File: src/axi_bridge_pkg.sv
package axi_bridge_pkg;

    ////////////////////////////////////////
    // AXI field widths
    ////////////////////////////////////////

    localparam int ID_W    = 4;          // Transaction ID
    localparam int ADDR_W  = 32;         // Byte address
    localparam int LEN_W   = 8;          // AXLEN, beats minus one
    localparam int DATA_W  = 64;         // One beat of data
    localparam int STRB_W  = DATA_W / 8; // One strobe bit per byte
    localparam int SIZE_W  = 3;          // AXSIZE
    localparam int BURST_W = 2;          // AXBURST
    localparam int RESP_W  = 2;          // BRESP / RRESP

    ////////////////////////////////////////
    // Fixed burst codes
    ////////////////////////////////////////

    // Every transfer is an incrementing burst
    localparam logic [BURST_W-1:0] BURST_INCR = 2'b01;

    // 2**3 = 8 bytes per beat, matches DATA_W
    localparam logic [SIZE_W-1:0] SIZE_BEAT = 3'b011;

    ////////////////////////////////////////
    // Write burst phases
    ////////////////////////////////////////

    // Idle -> data phase after AW -> wait for B
    typedef enum logic [1:0] {
        WR_IDLE      = 2'd0, // Waiting for a client request
        WR_ADDR_DONE = 2'd1, // AW accepted, W beats flowing
        WR_RESP      = 2'd2  // Last beat sent, waiting on B
    } wr_state_t;

endpackage
File: src/cnn_axi_bridge.sv
`timescale 1ns/1ps

module cnn_axi_bridge #(
    parameter int NUM_RD_CLIENTS = 2,
    parameter int NUM_WR_CLIENTS = 2
) (
    input  logic                                   clk,
    input  logic                                   rst,
    ////////////////////////////////////////
    // Read clients
    ////////////////////////////////////////
    input  logic [NUM_RD_CLIENTS-1:0]                         rd_req,
    input  logic [NUM_RD_CLIENTS*axi_bridge_pkg::ID_W-1:0]    rd_req_id,
    input  logic [NUM_RD_CLIENTS*axi_bridge_pkg::ADDR_W-1:0]  rd_addr,
    input  logic [NUM_RD_CLIENTS*axi_bridge_pkg::LEN_W-1:0]   rd_len,
    output logic [NUM_RD_CLIENTS-1:0]                         rd_req_ack,
    output logic [NUM_RD_CLIENTS*axi_bridge_pkg::DATA_W-1:0]  rd_data,
    output logic [NUM_RD_CLIENTS-1:0]                         rd_data_vld,
    input  logic [NUM_RD_CLIENTS-1:0]                         rd_data_rdy,
    output logic [NUM_RD_CLIENTS-1:0]                         rd_cmpl,
    // AXI read masters
    input  logic [NUM_RD_CLIENTS-1:0]                         arready,
    output logic [NUM_RD_CLIENTS-1:0]                         arvalid,
    output logic [NUM_RD_CLIENTS*axi_bridge_pkg::ID_W-1:0]    arid,
    output logic [NUM_RD_CLIENTS*axi_bridge_pkg::ADDR_W-1:0]  araddr,
    output logic [NUM_RD_CLIENTS*axi_bridge_pkg::LEN_W-1:0]   arlen,
    output logic [NUM_RD_CLIENTS*axi_bridge_pkg::SIZE_W-1:0]  arsize,
    output logic [NUM_RD_CLIENTS*axi_bridge_pkg::BURST_W-1:0] arburst,
    input  logic [NUM_RD_CLIENTS*axi_bridge_pkg::DATA_W-1:0]  rdata,
    input  logic [NUM_RD_CLIENTS-1:0]                         rlast,
    input  logic [NUM_RD_CLIENTS-1:0]                         rvalid,
    output logic [NUM_RD_CLIENTS-1:0]                         rready,
    ////////////////////////////////////////
    // Write clients
    ////////////////////////////////////////
    input  logic [NUM_WR_CLIENTS-1:0]                         wr_req,
    input  logic [NUM_WR_CLIENTS*axi_bridge_pkg::ID_W-1:0]    wr_req_id,
    input  logic [NUM_WR_CLIENTS*axi_bridge_pkg::ADDR_W-1:0]  wr_addr,
    input  logic [NUM_WR_CLIENTS*axi_bridge_pkg::LEN_W-1:0]   wr_len,
    output logic [NUM_WR_CLIENTS-1:0]                         wr_req_ack,
    input  logic [NUM_WR_CLIENTS*axi_bridge_pkg::DATA_W-1:0]  wr_data,
    input  logic [NUM_WR_CLIENTS-1:0]                         wr_data_vld,
    output logic [NUM_WR_CLIENTS-1:0]                         wr_data_rdy,
    output logic [NUM_WR_CLIENTS-1:0]                         wr_cmpl,
    // AXI write masters
    input  logic [NUM_WR_CLIENTS-1:0]                         awready,
    output logic [NUM_WR_CLIENTS-1:0]                         awvalid,
    output logic [NUM_WR_CLIENTS*axi_bridge_pkg::ID_W-1:0]    awid,
    output logic [NUM_WR_CLIENTS*axi_bridge_pkg::ADDR_W-1:0]  awaddr,
    output logic [NUM_WR_CLIENTS*axi_bridge_pkg::LEN_W-1:0]   awlen,
    output logic [NUM_WR_CLIENTS*axi_bridge_pkg::SIZE_W-1:0]  awsize,
    output logic [NUM_WR_CLIENTS*axi_bridge_pkg::BURST_W-1:0] awburst,
    input  logic [NUM_WR_CLIENTS-1:0]                         wready,
    output logic [NUM_WR_CLIENTS-1:0]                         wvalid,
    output logic [NUM_WR_CLIENTS*axi_bridge_pkg::DATA_W-1:0]  wdata,
    output logic [NUM_WR_CLIENTS*axi_bridge_pkg::STRB_W-1:0]  wstrb,
    output logic [NUM_WR_CLIENTS-1:0]                         wlast,
    input  logic [NUM_WR_CLIENTS-1:0]                         bvalid,
    output logic [NUM_WR_CLIENTS-1:0]                         bready
);

    // Short names for slicing
    localparam int ID_W    = axi_bridge_pkg::ID_W;
    localparam int ADDR_W  = axi_bridge_pkg::ADDR_W;
    localparam int LEN_W   = axi_bridge_pkg::LEN_W;
    localparam int DATA_W  = axi_bridge_pkg::DATA_W;
    localparam int STRB_W  = axi_bridge_pkg::STRB_W;
    localparam int SIZE_W  = axi_bridge_pkg::SIZE_W;
    localparam int BURST_W = axi_bridge_pkg::BURST_W;

    // One read port per read client, slice i belongs to client i
    for (genvar i = 0; i < NUM_RD_CLIENTS; i++) begin : g_rd
        rd_port u_rd (
            .clk         (clk),
            .rst         (rst),
            .rd_req      (rd_req[i]),
            .rd_req_id   (rd_req_id[i*ID_W +: ID_W]),
            .rd_addr     (rd_addr[i*ADDR_W +: ADDR_W]),
            .rd_len      (rd_len[i*LEN_W +: LEN_W]),
            .rd_req_ack  (rd_req_ack[i]),
            .rd_data     (rd_data[i*DATA_W +: DATA_W]),
            .rd_data_vld (rd_data_vld[i]),
            .rd_data_rdy (rd_data_rdy[i]),
            .rd_cmpl     (rd_cmpl[i]),
            .arready     (arready[i]),
            .arvalid     (arvalid[i]),
            .arid        (arid[i*ID_W +: ID_W]),
            .araddr      (araddr[i*ADDR_W +: ADDR_W]),
            .arlen       (arlen[i*LEN_W +: LEN_W]),
            .arsize      (arsize[i*SIZE_W +: SIZE_W]),
            .arburst     (arburst[i*BURST_W +: BURST_W]),
            .rdata       (rdata[i*DATA_W +: DATA_W]),
            .rlast       (rlast[i]),
            .rvalid      (rvalid[i]),
            .rready      (rready[i])
        );
    end

    // Same layout on the write side
    for (genvar j = 0; j < NUM_WR_CLIENTS; j++) begin : g_wr
        wr_port u_wr (
            .clk         (clk),
            .rst         (rst),
            .wr_req      (wr_req[j]),
            .wr_req_id   (wr_req_id[j*ID_W +: ID_W]),
            .wr_addr     (wr_addr[j*ADDR_W +: ADDR_W]),
            .wr_len      (wr_len[j*LEN_W +: LEN_W]),
            .wr_req_ack  (wr_req_ack[j]),
            .wr_data     (wr_data[j*DATA_W +: DATA_W]),
            .wr_data_vld (wr_data_vld[j]),
            .wr_data_rdy (wr_data_rdy[j]),
            .wr_cmpl     (wr_cmpl[j]),
            .awready     (awready[j]),
            .awvalid     (awvalid[j]),
            .awid        (awid[j*ID_W +: ID_W]),
            .awaddr      (awaddr[j*ADDR_W +: ADDR_W]),
            .awlen       (awlen[j*LEN_W +: LEN_W]),
            .awsize      (awsize[j*SIZE_W +: SIZE_W]),
            .awburst     (awburst[j*BURST_W +: BURST_W]),
            .wready      (wready[j]),
            .wvalid      (wvalid[j]),
            .wdata       (wdata[j*DATA_W +: DATA_W]),
            .wstrb       (wstrb[j*STRB_W +: STRB_W]),
            .wlast       (wlast[j]),
            .bvalid      (bvalid[j]),
            .bready      (bready[j])
        );
    end

endmodule

File: src/wr_port.sv
`timescale 1ns/1ps

module wr_port (
    input  logic                                clk,
    input  logic                                rst,
    // Client request
    input  logic                                wr_req,
    input  logic [axi_bridge_pkg::ID_W-1:0]     wr_req_id,
    input  logic [axi_bridge_pkg::ADDR_W-1:0]   wr_addr,
    input  logic [axi_bridge_pkg::LEN_W-1:0]    wr_len,
    output logic                                wr_req_ack,
    // Client data and completion
    input  logic [axi_bridge_pkg::DATA_W-1:0]   wr_data,
    input  logic                                wr_data_vld,
    output logic                                wr_data_rdy,
    output logic                                wr_cmpl,
    // AXI write address channel
    input  logic                                awready,
    output logic                                awvalid,
    output logic [axi_bridge_pkg::ID_W-1:0]     awid,
    output logic [axi_bridge_pkg::ADDR_W-1:0]   awaddr,
    output logic [axi_bridge_pkg::LEN_W-1:0]    awlen,
    output logic [axi_bridge_pkg::SIZE_W-1:0]   awsize,
    output logic [axi_bridge_pkg::BURST_W-1:0]  awburst,
    // AXI write data channel
    input  logic                                wready,
    output logic                                wvalid,
    output logic [axi_bridge_pkg::DATA_W-1:0]   wdata,
    output logic [axi_bridge_pkg::STRB_W-1:0]   wstrb,
    output logic                                wlast,
    // AXI write response channel
    input  logic                                bvalid,
    output logic                                bready
);

    axi_bridge_pkg::wr_state_t phase;
    logic in_idle, in_data, in_resp; // Phase decodes
    logic w_xfer;                    // W beat moves this cycle
    logic last_beat;                 // Counter sits on beat AWLEN
    logic last_done;
    logic b_done;

    assign in_idle = (phase == axi_bridge_pkg::WR_IDLE);
    assign in_data = (phase == axi_bridge_pkg::WR_ADDR_DONE);
    assign in_resp = (phase == axi_bridge_pkg::WR_RESP);

    // AW only offered between bursts
    assign awvalid    = wr_req && in_idle;
    assign wr_req_ack = awvalid && awready;
    assign awid       = wr_req_id;
    assign awaddr     = wr_addr;
    assign awlen      = wr_len;
    assign awsize     = axi_bridge_pkg::SIZE_BEAT;
    assign awburst    = axi_bridge_pkg::BURST_INCR;

    ////////////////////////////////////////
    // W channel, open in data phase only
    ////////////////////////////////////////

    assign wvalid      = wr_data_vld && in_data;
    assign wr_data_rdy = wready && in_data;
    assign wdata       = wr_data;
    assign wstrb       = '1;                   // Full beats always
    assign wlast       = in_data && last_beat;
    assign w_xfer      = wvalid && wready;
    assign last_done   = w_xfer && wlast;

    // B channel, completion rides on bvalid
    assign bready  = in_resp;
    assign b_done  = bvalid && bready;
    assign wr_cmpl = bvalid && in_resp;

    wr_burst_fsm u_fsm (
        .clk       (clk),
        .rst       (rst),
        .aw_done   (wr_req_ack),
        .last_done (last_done),
        .b_done    (b_done),
        .phase     (phase)
    );

    beat_counter u_cnt (
        .clk       (clk),
        .rst       (rst),
        .load      (wr_req_ack), // Length latched with AW
        .len       (wr_len),
        .beat      (w_xfer),
        .last_beat (last_beat)
    );

endmodule

File: src/beat_counter.sv
`timescale 1ns/1ps

module beat_counter (
    input  logic                              clk,
    input  logic                              rst,
    input  logic                              load,  // New burst accepted
    input  logic [axi_bridge_pkg::LEN_W-1:0]  len,   // AWLEN of that burst
    input  logic                              beat,  // One W beat moved
    output logic                              last_beat
);

    logic [axi_bridge_pkg::LEN_W-1:0] len_q; // Latched AWLEN
    logic [axi_bridge_pkg::LEN_W-1:0] cnt;   // Beats sent so far

    // Count runs 0..len, so the final beat sees cnt == len
    assign last_beat = (cnt == len_q);

    always_ff @(posedge clk) begin
        if (rst) begin
            len_q <= '0;
            cnt   <= '0;
        end else if (load) begin
            len_q <= len;
            cnt   <= '0; // Fresh burst
        end else if (beat) begin
            cnt <= cnt + 1'b1;
        end
    end

endmodule

File: src/wr_burst_fsm.sv
`timescale 1ns/1ps

module wr_burst_fsm (
    input  logic                       clk,
    input  logic                       rst,
    input  logic                       aw_done,   // AW handshake this cycle
    input  logic                       last_done, // Beat with wlast transferred
    input  logic                       b_done,    // B handshake this cycle
    output axi_bridge_pkg::wr_state_t  phase
);

    axi_bridge_pkg::wr_state_t phase_nxt;

    ////////////////////////////////////////
    // Next phase
    ////////////////////////////////////////

    always_comb begin
        phase_nxt = phase; // Hold by default
        case (phase)
            axi_bridge_pkg::WR_IDLE: begin
                if (aw_done) begin
                    phase_nxt = axi_bridge_pkg::WR_ADDR_DONE;
                end
            end
            axi_bridge_pkg::WR_ADDR_DONE: begin
                // Stay here through W stalls
                if (last_done) begin
                    phase_nxt = axi_bridge_pkg::WR_RESP;
                end
            end
            axi_bridge_pkg::WR_RESP: begin
                if (b_done) begin
                    phase_nxt = axi_bridge_pkg::WR_IDLE;
                end
            end
            default: begin
                phase_nxt = axi_bridge_pkg::WR_IDLE; // Unused code, recover
            end
        endcase
    end

    ////////////////////////////////////////
    // Phase register
    ////////////////////////////////////////

    always_ff @(posedge clk) begin
        if (rst) begin
            phase <= axi_bridge_pkg::WR_IDLE;
        end else begin
            phase <= phase_nxt;
        end
    end

endmodule

File: src/rd_port.sv
`timescale 1ns/1ps

module rd_port (
    input  logic                                clk,
    input  logic                                rst,
    // Client request
    input  logic                                rd_req,
    input  logic [axi_bridge_pkg::ID_W-1:0]     rd_req_id,
    input  logic [axi_bridge_pkg::ADDR_W-1:0]   rd_addr,
    input  logic [axi_bridge_pkg::LEN_W-1:0]    rd_len,
    output logic                                rd_req_ack,
    // Client data return
    output logic [axi_bridge_pkg::DATA_W-1:0]   rd_data,
    output logic                                rd_data_vld,
    input  logic                                rd_data_rdy,
    output logic                                rd_cmpl,
    // AXI read address channel
    input  logic                                arready,
    output logic                                arvalid,
    output logic [axi_bridge_pkg::ID_W-1:0]     arid,
    output logic [axi_bridge_pkg::ADDR_W-1:0]   araddr,
    output logic [axi_bridge_pkg::LEN_W-1:0]    arlen,
    output logic [axi_bridge_pkg::SIZE_W-1:0]   arsize,
    output logic [axi_bridge_pkg::BURST_W-1:0]  arburst,
    // AXI read data channel
    input  logic [axi_bridge_pkg::DATA_W-1:0]   rdata,
    input  logic                                rlast,
    input  logic                                rvalid,
    output logic                                rready
);

    logic burst_open; // AR accepted, rlast not yet seen
    logic r_xfer;     // R beat moves this cycle

    // Request maps straight onto AR, blocked while a burst is open
    assign arvalid    = rd_req && !burst_open;
    assign rd_req_ack = arvalid && arready;
    assign arid       = rd_req_id;
    assign araddr     = rd_addr;
    assign arlen      = rd_len;
    assign arsize     = axi_bridge_pkg::SIZE_BEAT;
    assign arburst    = axi_bridge_pkg::BURST_INCR;

    // R pass-through, client owns rready
    assign rready      = rd_data_rdy;
    assign rd_data_vld = rvalid;
    assign rd_data     = rdata;

    assign r_xfer  = rvalid && rready;
    assign rd_cmpl = r_xfer && rlast; // One cycle, on the last beat

    always_ff @(posedge clk) begin
        if (rst) begin
            burst_open <= 1'b0;
        end else if (rd_req_ack) begin
            burst_open <= 1'b1;
        end else if (rd_cmpl) begin
            burst_open <= 1'b0; // Free for next request next cycle
        end
    end

endmodule

File: config.mk
export PLATFORM = sky130hd
export DESIGN_NAME = cnn_axi_bridge
export DESIGN_NICKNAME = d
export VERILOG_FILES = /design/src/axi_bridge_pkg.sv /design/src/cnn_axi_bridge.sv /design/src/wr_port.sv /design/src/beat_counter.sv /design/src/wr_burst_fsm.sv /design/src/rd_port.sv
export SDC_FILE = /design/constraint.sdc
export NUM_CORES = 1
export LEC_CHECK = 0
export BUFFER_PORTS_ARGS = -buffer_cell sky130_fd_sc_hd__buf_2
export CAP_MARGIN = 10
export CELL_PAD_IN_SITES_DETAIL_PLACEMENT = 1
export CELL_PAD_IN_SITES_GLOBAL_PLACEMENT = 1
export CORE_AREA = 3 3 368 370
export DETAILED_ROUTE_END_ITERATION = 16
export DIE_AREA = 0 0 371 373
export HOLD_SLACK_MARGIN = 0.03
export PLACE_DENSITY = 0.41
export RECOVER_POWER = 100
export SLEW_MARGIN = 20
export SYNTH_ARGS = -nofsm -noshare
export SYNTH_HDL_FRONTEND = slang
export SYNTH_HIERARCHICAL = 1
export SYNTH_SLANG_ARGS = --single-unit
export TNS_END_PERCENT = 10
File: constraint.sdc
create_clock -name clk -period 3.59 [get_ports clk]
set_input_delay 0.359 -clock clk [delete_from_list [all_inputs] [get_ports clk]]
set_output_delay 0.359 -clock clk [all_outputs]
set_load 0.01 [all_outputs]
After elaboration in Yosys (flattened, before gate mapping)
Index checks and enable logic that the tools add are counted.

Input port bits: 454. Bits in registers: 38. Output and inout port bits: 492. Logic and storage cells: 68.

Multiplexer cells: 12. Eq/ne operators: 12. Reductions and logical operators: 34. Add/sub/neg operators: 2.

Operator list (number): logical AND 1 bit (24); adder 8 x 1 -> 8 bit (second input constant) (2); equality test 8 bit (2); two-way mux 2 bit (6); != test 2 bit (second input constant) (6); case mux 2 bit (3 select lines) (2); AND reduction 3 bit (2); equality test 2 x 1 -> 1 bit (second input constant) (2); equality test 2 bit (second input constant) (2); zero test 2 bit (2); two-way mux 1 bit (4); nonzero test 2 bit (2); OR reduction 2 bit (2); zero test 1 bit (2).

Logic depth before layout (Yosys ltp)
Depth after elaboration: 6. Mapped depth: 7. Mapped depth without buffers: 6.

Modules after synthesis
The synthesis kept the hierarchy.

By module, submodules not included: wr_port (instances 2, seq. area each 0.0 µm², cells an instance 133, area each 996.0 µm²); rd_port (instances 2, seq. area each 20.0 µm², cells an instance 124, area each 943.4 µm²); beat_counter (instances 2, seq. area each 320.3 µm², cells an instance 76, area each 711.9 µm²); wr_burst_fsm (instances 2, seq. area each 40.0 µm², cells an instance 7, area each 73.8 µm²).

Least setup slack after synthesis
Ideal clock, no wire load.

Kind: register -> register. Start: register g_wr[0].u_wr.u_fsm.phase[1]. End: register g_wr[0].u_wr/u_cnt/cnt[0] (netlist bit). Stages on the path, launching flop included: 7. Required time: 3.466 ns. Clock period less this slack: 1.655 ns. Setup slack: 1.935 ns. Data arrival time: 1.531 ns. Buffers on the path: 2. Cells stage by stage: dfxtp_1 > nor3b_2 > and2_1 > buf_2 > or2_2 > clkbuf_1 > nor2_1.

Longest elaborated chain between the ends: 4. Elaborated cells on any way between the ends: 7.

Ends and longest elaborated chain: start: declaration (line wr_burst_fsm.sv:9) `output axi_bridge_pkg::wr_state_t phase`; start signal: assignment (line wr_burst_fsm.sv:49) `phase <= axi_bridge_pkg::WR_IDLE;`; start signal: assignment (line wr_burst_fsm.sv:51) `phase <= phase_nxt;`; zero test 2 bit (line wr_port.sv:43) `assign in_idle = (phase == axi_bridge_pkg::WR_IDLE);`; logical AND 1 bit (line wr_port.sv:48) `assign awvalid = wr_req && in_idle;`; named net awvalid[0] (line cnn_axi_bridge.sv:47) `output logic [NUM_WR_CLIENTS-1:0] awvalid,`; logical AND 1 bit (line wr_port.sv:49) `assign wr_req_ack = awvalid && awready;`; named net wr_req_ack[0] (line cnn_axi_bridge.sv:40) `output logic [NUM_WR_CLIENTS-1:0] wr_req_ack,`; OR reduction 2 bit (no source line); end signal: assignment (line beat_counter.sv:26) `cnt <= cnt + 1'b1;`; end: declaration (line beat_counter.sv:13) `logic [axi_bridge_pkg::LEN_W-1:0] cnt;`.

The timed path passes the listed nets, and every way through them passes these cells. A chain may end at the register's enable or synchronous reset.

Worst setup path after layout
Start: register g_wr[1].u_wr.u_fsm.phase[1]. End: output port wr_req_ack[1].

Longest elaborated chain between the ends: 3.

Ends and longest elaborated chain (line): start: declaration (wr_burst_fsm.sv:9); start signal: assignment (wr_burst_fsm.sv:49); start signal: assignment (wr_burst_fsm.sv:51); zero test 2 bit (wr_port.sv:43); logical AND 1 bit (wr_port.sv:48); logical AND 1 bit (wr_port.sv:49); end: declaration (cnn_axi_bridge.sv:40).

Every way passes these cells.

==> flow_summary.toml <==
[sta]
setup-tns-final_ps = 0
rsz0062_at_grt = "no"
finalCritPeriodShare = 0.648
tightest_slew_ps = 1820
finalHoldViolations = 0
fmax_ghz = 0.430
finClkSkew_ps = 4.72
finalSetupViolCount = 0
period_minus_slack_ps = 2330
slew_violations = 27
relSlewSlack = -0.210

[power]
irDropWorstVdd_mv = 0.224
power_mw = 1.28
power_leakage_nw = 1.09
powerDensity_nw_per_um2 = 273

[synth]
syn_inst = 680
yosysSeqAreaShare = 0.140
ys_types = 32
avgSynthCellArea_um2 = 8.02
yosys_warnings = 6
synthesis.area_um2 = 5450
ys_ff_latch = 38

[cts]
cts_resized = 0
clk_latency_ps = 310
ctsHoldBuffers = 0
cts_setup_buffers = 0
cts_made_buffers = 5
clkTransAtPathRegs_ps = 70
htreeDepth = 2
numClockSinks = 38
cts_root_buf = "clkbuf_16"
cts.path.max_buffers = 2
cts_tree = "yes"

[die]
dieArea_um2 = 138000
fp.dieW_um = 371
row_count = 134
core_um2 = 133000
die_h_um = 373
initial_core_util = 0.0410
io_pins = 946

[placement]
hpwl_um = 43400
port_buffers = 77
dp.cells = 2071
globalplace.congestion = 0.603

[layout]
final_cell_mix = "48 x buf_2, 38 x dfxtp_1, 36 x conb_1"
drive_gt1_frac = 0.196
final_common_cell = "buf_2"
layout.cells.non_filler = 2079
synthToLayoutAreaGrowth_pct = -13.9
n_antenna_cell = 0
num-nets-final = 766
nFillCells = 15900

[grt]
grtUsageTotal = 0.0646
grt_overflow = 0
first_global_vias = 2687
grt_pass1_wl_um = 52500
antenna_found_initial = 8
grt_max_degree = 27

[critical_path]
cp_cell_sequence = "nor3b_2 > and2_0 > buf_2"
critPathKind = "flop to output port"
cpPeakStageDelay_ps = 790
critPathLaunchType = "flop"
cp.arrival_ps = 1970
crit_slowest_cell = "and2_0"
cp_max_fo = 11
crit_required_ps = 3230
end_kind = "output port"

[route]
drc = 0
via_per_inst = 1.26
post_drt_wl_per_cell_um = 22.5
ant_nets = 0
drt-pass1-iter-count = 4
drt-total-wl_um = 46700
via_count = 2625
drtIter0Drc = 71

[outcome]
status = "finished with violations"
failed_checks = "max-capacitance violations, max-slew violations"

[hold_path]
hold_class = "primary input to flop"

[run]
cap_violations = 1
synthesized netlist by cell type:
cell | number | share of area
and4_1 | 2 | 0.0032
nand4_1 | 8 | 0.0092
buf_2 | 2 | 0.0018
or3b_1 | 2 | 0.0032
conb_1 | 8 | 0.0055
nor3b_2 | 2 | 0.0046
and3_4 | 2 | 0.0041
nand2b_1 | 2 | 0.0023
clkbuf_1 | 6 | 0.0041
o2bb2ai_1 | 2 | 0.0032
o21ai_0 | 6 | 0.0055
xnor2_1 | 18 | 0.029
and2_1 | 12 | 0.014
nand3b_1 | 2 | 0.0028
a2111oi_0 | 2 | 0.0032
nand4_2 | 2 | 0.0046
dfxtp_1 | 38 | 0.14
nor2_1 | 30 | 0.021
or2_2 | 2 | 0.0023
mux2i_1 | 18 | 0.033
nand2_1 | 4 | 0.0028
clkbuf_2 | 2 | 0.0018
buf_4 | 472 | 0.65
xor2_1 | 6 | 0.0096
nor2b_4 | 4 | 0.010
and2b_1 | 2 | 0.0028
nor2b_1 | 2 | 0.0023
a21oi_1 | 8 | 0.0073
ha_1 | 2 | 0.0046
or3_1 | 6 | 0.0069
and3_1 | 2 | 0.0023
nand3_1 | 4 | 0.0037
metrics by stage:
stage          setup slack (ps)  hold slack, ps  utilization  cell area (µm²)
4_1_cts                    1360             275       0.0358             4770
5_1_grt                    1080             320       0.0353             4690
3_3_place_gp               1650             492       0.0343             4570
3_5_place_dp               1650             504       0.0343             4570
6_report                   1260             303       0.0353             4690
2_1_floorplan              1940             428            -             5560
path summary, 6_finish.rpt:
kind	start	endpoint	slack, ps	depth (start not counted)
max	g_wr[1].u_wr/u_fsm/phase[1]	wr_req_ack[1]	1260	3
min	wr_len[11]	g_wr[1].u_wr/u_cnt/len_q[3]	300	3
max reg2reg	g_wr[0].u_wr/u_fsm/phase[0]	g_wr[0].u_wr/u_cnt/cnt[0]	1470	4
min reg2reg	g_rd[1].u_rd/burst_open	g_rd[1].u_rd/burst_open	480	2
layout make-up:
cell class	count	area, µm²	share of cell area
clock buffer	6	139	0.0296
clock inverter	2	60.1	0.0128
multi-input combinational	188	1170	0.250
sequential	38	761	0.162
tap	1768	2210	0.471
timing repair buffer	77	349	0.0744
kinds of logic after synthesis:
kind of cell,after synthesis,synth area share
AOI/OAI and AO/OA,18,0.0193
and+or+nand+nor,90,0.101
other,8,0.00551
muxes,18,0.0331
buffers and inverters,482,0.658
adders and majority gates,2,0.00459
xor gates and xnor gates,24,0.0386
DFF,38,0.140
power breakdown:
group	switching (mW)	internal (mW)	total, mW
Sequential	0.0117	0.435	0.446
Clock	0.229	0.419	0.648
Combinational	0.130	0.0578	0.188
Total	0.371	0.911	1.28
critical path, delay by kind of cell (launching register included):
| kind | cells | cell delay [ps] |
|---|---|---|
| buffers and inverters | 1 | 280 |
| AND/OR/NAND/NOR | 2 | 1010 |
| flip-flops | 1 | 360 |
flip-flops by register name, indices dropped and copies added (netlist names):
name,flops
g_wr.u_wr/u_fsm/phase,4
g_wr.u_wr/u_cnt/cnt,16
g_wr.u_wr/u_cnt/len_q,16
g_rd.u_rd/burst_open,2
layer usage:
layer / global-route usage / vias up / part of all wire
met1: 0.0343 / 1030 / 0.19
met2: 0.0884 / 530 / 0.40
met5: 0.0224 / - / 0.0095
met3: 0.106 / 190 / 0.35
li1: - / 867 / -
met4: 0.0359 / 8 / 0.058
(Power assumes the default switching activity.)
